`config.mk`:
```
export PLATFORM = sky130hd
export DESIGN_NAME = cache_way_flat
export DESIGN_NICKNAME = d
export VERILOG_FILES = /design/src/logic/cache_pkg.sv /design/src/logic/way_if.sv /design/src/logic/cache_way.sv /design/src/flat_wrapper.sv
export SDC_FILE = /design/constraint.sdc
export NUM_CORES = 2
export LEC_CHECK = 0
export ABC_CLOCK_PERIOD_IN_PS = 3200
export BUFFER_PORTS_ARGS = -buffer_cell sky130_fd_sc_hd__buf_4
export CAP_MARGIN = 25
export CORE_MARGIN = 2
export CORE_UTILIZATION = 56
export CTS_CLUSTER_SIZE = 12
export DETAILED_ROUTE_END_ITERATION = 8
export PLACE_DENSITY = 0.75
export SYNTH_ARGS = -nofsm -noshare
export SYNTH_HDL_FRONTEND = slang
export SYNTH_SLANG_ARGS = --single-unit
```
`constraint.sdc`:
```
create_clock -name clk -period 3.2 [get_ports clk]
set_input_delay 0.64 -clock clk [delete_from_list [all_inputs] [get_ports clk]]
set_output_delay 0.64 -clock clk [all_outputs]
set_load 0.005 [all_outputs]
```
`src/logic/cache_pkg.sv`:
```
// Shared widths and types of the data cache.
// Geometry beyond the line layout (ways, sets) comes in through
// module parameters set at the top level.

`default_nettype none

package cache_pkg;

    // Address and data widths
    localparam int ADDR_W = 32;
    localparam int WORD_W = 32;

    // Line layout
    localparam int WORDS_PER_LINE = 4;
    localparam int LINE_W = WORD_W * WORDS_PER_LINE;

    // Byte offset within one line
    localparam int OFFSET_W = $clog2(LINE_W / 8);

    // One data word
    typedef logic [WORD_W-1:0] word_t;

    // Word 0 sits in the low bits of the line
    typedef word_t [WORDS_PER_LINE-1:0] line_t;

    // Full byte address, tag above index above offset
    typedef logic [ADDR_W-1:0] addr_t;

endpackage

`default_nettype wire

```
`src/logic/way_if.sv`:
```
// Bundle between the controller, one cache way and the merge unit.
// The controller drives the lookup and the write commands, the way
// answers with its entry at the current index.

`default_nettype none

interface way_if #(
    parameter int SETS = 16
);
    import cache_pkg::*;

    localparam int INDEX_W = $clog2(SETS);
    localparam int TAG_W   = ADDR_W - INDEX_W - OFFSET_W;

    // Lookup and write commands
    logic [INDEX_W-1:0] index;
    logic [TAG_W-1:0]   tag;
    line_t              write_line;
    logic               store_en;
    logic               fill_en;

    // Entry of the way at index
    logic               hit;
    line_t              line;
    logic [TAG_W-1:0]   line_tag;
    logic               valid;
    logic               dirty;

    modport ctrl (
        output index, tag, write_line, store_en, fill_en,
        input  hit, line, line_tag, valid, dirty
    );

    modport way (
        input  index, tag, write_line, store_en, fill_en,
        output hit, line, line_tag, valid, dirty
    );

    modport merge (
        input  index, hit, line, line_tag, valid, dirty
    );

endinterface

`default_nettype wire

```
`src/logic/cache_way.sv`:
```
// One way of the set-associative cache.
// Holds tag, line, valid and dirty per set. The entry at the bus index
// is read combinationally, writes from the controller land at the edge.

`default_nettype none

module cache_way #(
    parameter int SETS = 16
) (
    input  logic clk,
    input  logic rst_n,
    way_if.way   bus
);
    import cache_pkg::*;

    localparam int INDEX_W = $clog2(SETS);
    localparam int TAG_W   = ADDR_W - INDEX_W - OFFSET_W;

    // Storage arrays
    logic [TAG_W-1:0] tag_mem  [SETS];
    line_t            line_mem [SETS];
    logic [SETS-1:0]  valid_q;
    logic [SETS-1:0]  dirty_q;

    // Read side
    assign bus.line     = line_mem[bus.index];
    assign bus.line_tag = tag_mem[bus.index];
    assign bus.valid    = valid_q[bus.index];
    assign bus.dirty    = dirty_q[bus.index];

    // Hit needs both the valid bit and a matching tag
    assign bus.hit = valid_q[bus.index] && (tag_mem[bus.index] == bus.tag);

    // Tag and data arrays
    always_ff @(posedge clk) begin
        if (bus.fill_en) begin
            tag_mem[bus.index]  <= bus.tag;
            line_mem[bus.index] <= bus.write_line;
        end else if (bus.store_en) begin
            // Tag stays, only the line changes
            line_mem[bus.index] <= bus.write_line;
        end
    end

    // Status bits
    always_ff @(posedge clk or negedge rst_n) begin
        if (!rst_n) begin
            valid_q <= '0;
            dirty_q <= '0;
        end else begin
            if (bus.fill_en) begin
                valid_q[bus.index] <= 1'b1;
                dirty_q[bus.index] <= 1'b0;
            end else if (bus.store_en) begin
                dirty_q[bus.index] <= 1'b1;
            end
        end
    end

endmodule

`default_nettype wire

```
`src/flat_wrapper.sv`:
```
// flat-port wrapper written by rule: the top's interface ports become plain ports
module cache_way_flat import cache_pkg::*;
#(
    parameter int SETS = 16
)
  (clk, rst_n, bus_index, bus_tag, bus_write_line, bus_store_en, bus_fill_en, bus_hit, bus_line, bus_line_tag, bus_valid, bus_dirty);
  way_if #(.SETS(SETS)) bus_i ();
  input  logic clk;
  input  logic rst_n;
  input wire logic [$bits(bus_i.index)-1:0] bus_index;
  input wire logic [$bits(bus_i.tag)-1:0] bus_tag;
  input wire logic [$bits(bus_i.write_line)-1:0] bus_write_line;
  input wire logic [$bits(bus_i.store_en)-1:0] bus_store_en;
  input wire logic [$bits(bus_i.fill_en)-1:0] bus_fill_en;
  output wire logic [$bits(bus_i.hit)-1:0] bus_hit;
  output wire logic [$bits(bus_i.line)-1:0] bus_line;
  output wire logic [$bits(bus_i.line_tag)-1:0] bus_line_tag;
  output wire logic [$bits(bus_i.valid)-1:0] bus_valid;
  output wire logic [$bits(bus_i.dirty)-1:0] bus_dirty;
  assign bus_i.index = bus_index;
  assign bus_i.tag = bus_tag;
  assign bus_i.write_line = bus_write_line;
  assign bus_i.store_en = bus_store_en;
  assign bus_i.fill_en = bus_fill_en;
  assign bus_hit = bus_i.hit;
  assign bus_line = bus_i.line;
  assign bus_line_tag = bus_i.line_tag;
  assign bus_valid = bus_i.valid;
  assign bus_dirty = bus_i.dirty;
  cache_way #(.SETS(SETS)) u_core (.clk(clk), .rst_n(rst_n), .bus(bus_i));
endmodule
```
==> run_results.csv <==
group,metric,value,unit
outcome,status,"finished, violations left",
outcome,violations,"setup timing",
global_route,antenna_found_initial,21,
hold_path,holdPathEnd,"u_core.line_mem[7][103]$_DFFE_PP_",
timing,rsz0062_at_grt,"yes",
finish,syn2layout_area_growth,22.6,%
die,rows,149,
hold_path,hold_class,"input port to flop",
die,die_width,412,um
drt,routedWlPerCell,36.6,um
die,die_h,412,um
power,irDropWorstVdd,581,uV
drt,wl_met1,91600,um
synthesis,synth_area_per_cell,25.3,um2
clocking,cts_buffer_depth,3,
finish,n_fill_cell,9246,
clocking,clkLatencyLatePin,0.88,ns
timing,whs,0.0452,ns
clocking,numCtsBuffers,238,
hold_path,worstHoldPathCells,1,
critical_path,r2r_cells,1,
drt,drt_iter0_drc,7108,
global_route,grt_pass1_wl,359000,um
finish,stdcell_count,6982,
clocking,clkTransAtPathRegs,0.06,ns
timing,drv_slew,0,
synthesis,yosys-top-cells-area,"edfxtp_1 (78%), mux4_2 (17%), dfrtp_1 (0.86%)",
power,p_clk_share,37.8,%
critical_path,endpoint_kind,"output pin",
synthesis,yosysSeqAreaShare,79.0,%
global_route,grt_start_max_net_pins,70,
critical_path,path_delay_family,"multiplexers",
die,core,165000,um2
drt,vias_per_cell,6.75,
critical_path,cp_slowest_cell,"mux4_2",
clocking,cts_root_buf,"clkbuf_16",
hold_path,hold_start,"bus_write_line[103]",
place,place_congestion,0.799,
critical_path,crit_cells,10,
finish,utilization,69.3,%
critical_path,critPathLaunchType,"flop",
global_route,grt_usage,30.2,%
synthesis,syn_inst,3699,
clocking,cts_tree,"done",
synthesis,synth-async-reset-ratio,1.30,%
drt,topRoutingLayerUsed,"met5",
critical_path,arrival,3.47,ns
synthesis,synth.most_common_cell,"edfxtp_1",
drt,drtPass1Iterations,6,
synthesis,ys.warnings.count,0,
timing,hold_violations,0,
power,p_total,68.2,mW
power,sw_frac_of_total,22.1,%
drt,wl_met2,130000,um
die,die-area,170000,um2
synthesis,synth_cell_types,60,
finish,nets,4804,
critical_path,path_max_fanout,2,
synthesis,netlist_area,93400,um2
finish,seq_area,73800,um2
drt,vias,47154,
timing,max_freq,243,MHz
timing,fin_crit_sh,128,%
die,ios,315,
synthesis,yosys-top-cells-count,"edfxtp_1 (2432), mux4_2 (725), buf_2 (87), nor2_1 (65), clkbuf_1 (53)",
synthesis,syn_nets,3859,
power,p_seq_share,53.9,%
critical_path,worstPathRequired,2.56,ns
place,dp.cells,6360,
drt,dr_wl_met3,25400,um
clocking,htree_num_levels,4,
critical_path,r2r_start,"u_core.valid_q[11]$_DFFE_PN0P_",
power,intPower,53.1,mW
finish,multi_input_area,19000,um2
timing,tightestPinTransition,0.773,ns
timing,slew_headroom,48.5,%
clocking,cts_sinks,2464,
place,placed_cell_area,102000,um2
critical_path,crit_chain,"mux4_2 -> mux2i_2 -> xor2_1 -> buf_4 -> nand3b_1 -> o41ai_2 -> nand4_1 -> nor4_4 -> buf_4 -> buf_6",
timing,worst_slack,-0.908,ns
power,leakagePower,37.4,nW
critical_path,crit_buf_inv,3,
timing,tns,-27.24,ns
critical_path,max_stage_delay,0.49,ns
timing,setup_viol_count_final,106,
timing,skew,0,ns
place,post-place-ws,-0.780,ns
flow_run,cap_violations,0,
critical_path,critical_path.most_common_cell,"buf_4",
critical_path,worstReg2RegEnd,"u_core.valid_q[11]$_DFFE_PN0P_",
synthesis,synth_top_area_cell,"edfxtp_1",
die,initial_utilization,56.5,%
power,switchingPower,15.1,mW
critical_path,crit_type,"flop to output pin",
synthesis,synth_edf_count,2432,
power,p_per_area,595,nW/um2
power,combPwrFrac,8.3,%
global_route,grt_pass1_vias,48144,
synthesis,synth_top_area_share,78.2,%
synthesis,synth_seq_cells,2464,
drt,ant_nets,0,
global_route,gr-total-overflow,0,
finish,drive_above_1_share,40.2,%
critical_path,reg2reg_slack,2.40,ns
drt,routed_wl,256000,um
finish,design_area,115000,um2
synthesis,synth_top_flop_cell,"edfxtp_1",
timing,min_period,4.11,ns
place,hpwl,123000,um
place,io_buffers,314,
drt,drc_errors,0,
## final cells by class
class / count / area share (%)
repair buffers: 889 / 10.6
multi-input cells: 1040 / 16.6
well taps: 2189 / 2.39
inverters: 11 / 0.0382
diodes: 14 / 0.0306
flip-flops and latches: 2464 / 64.4
clock buffers: 320 / 5.50
clock inverters: 55 / 0.484
## state kept, by name (all words and copies together), names as in the netlist, named ones only
name	cells
u_core.tag_mem	384
u_core.valid_q	16
u_core.line_mem	2048
## placed cells by master, fill, tap and decap left out, types with 32 or more instances in the layout
cell type | Yosys | final
edfxtp_1 | 2432 | 2432
mux4_2 | 725 | 730
buf_4 | 8 | 381
clkbuf_16 | 0 | 247
buf_12 | 0 | 198
buf_6 | 8 | 136
buf_16 | 0 | 95
clkbuf_1 | 53 | 79
mux2i_1 | 52 | 49
dlygate4sd3_1 | 0 | 47
nor2_4 | 0 | 32
dfrtp_1 | 32 | 32
## worst max-delay path by stage
| stage | startpoint | to | slack (ns) |
|---|---|---|---|
| floorplan | bus_index[3] | u_core.line_mem[15][0]$_DFFE_PP_ | -0.83 |
| global placement | bus_index[0] | bus_hit | -0.78 |
| detailed placement | bus_index[0] | bus_hit | -0.78 |
| CTS | u_core.tag_mem[10][2]$_DFFE_PP_ | bus_hit | -0.94 |
| global route | u_core.tag_mem[0][2]$_DFFE_PP_ | bus_hit | -1.02 |
| finish | u_core.tag_mem[10][2]$_DFFE_PP_ | bus_hit | -0.91 |
## per-layer routing
layer  track usage (%)  vias up
met2              49.6     3440
met1              40.8    25186
li1                  -    18005
met3              6.19      501
met4              10.3       22
met5                 0        -
## kinds of logic (layout without fill, tap and decap cells)
kind of cell    count (synthesis)  after routing  synth area share [%]
compound gates                 73             73                 0.549
xor+xnor                       24             24                 0.225
buf+inv                       195           1275                  1.01
flops                        2464           2464                  79.0
mux                           796            796                  18.5
other cells                     0             14                     0
simple gates                  147            147                 0.743
## power groups by stage
stage                     Combinational, mW  Sequential [mW]  Clock, mW
after global routing                   5.88             36.8       27.1
after CTS                              5.51             36.7       25.7
after floorplan                        2.32             37.3          0
after detailed placement               4.55             37.3          0
after global placement                 4.47             37.3          0
final                                  5.65             36.8       25.8
## repair_timing
item                                    CTS  global route
hold buffers                             47             0
resized for setup                       340            81
hold endpoints to repair                496             0
endpoints found under the setup margin  137           126
pin swaps                                 4             5
buffers inserted                         84            38
cloned                                   80             8
(Power assumes the default switching activity.)
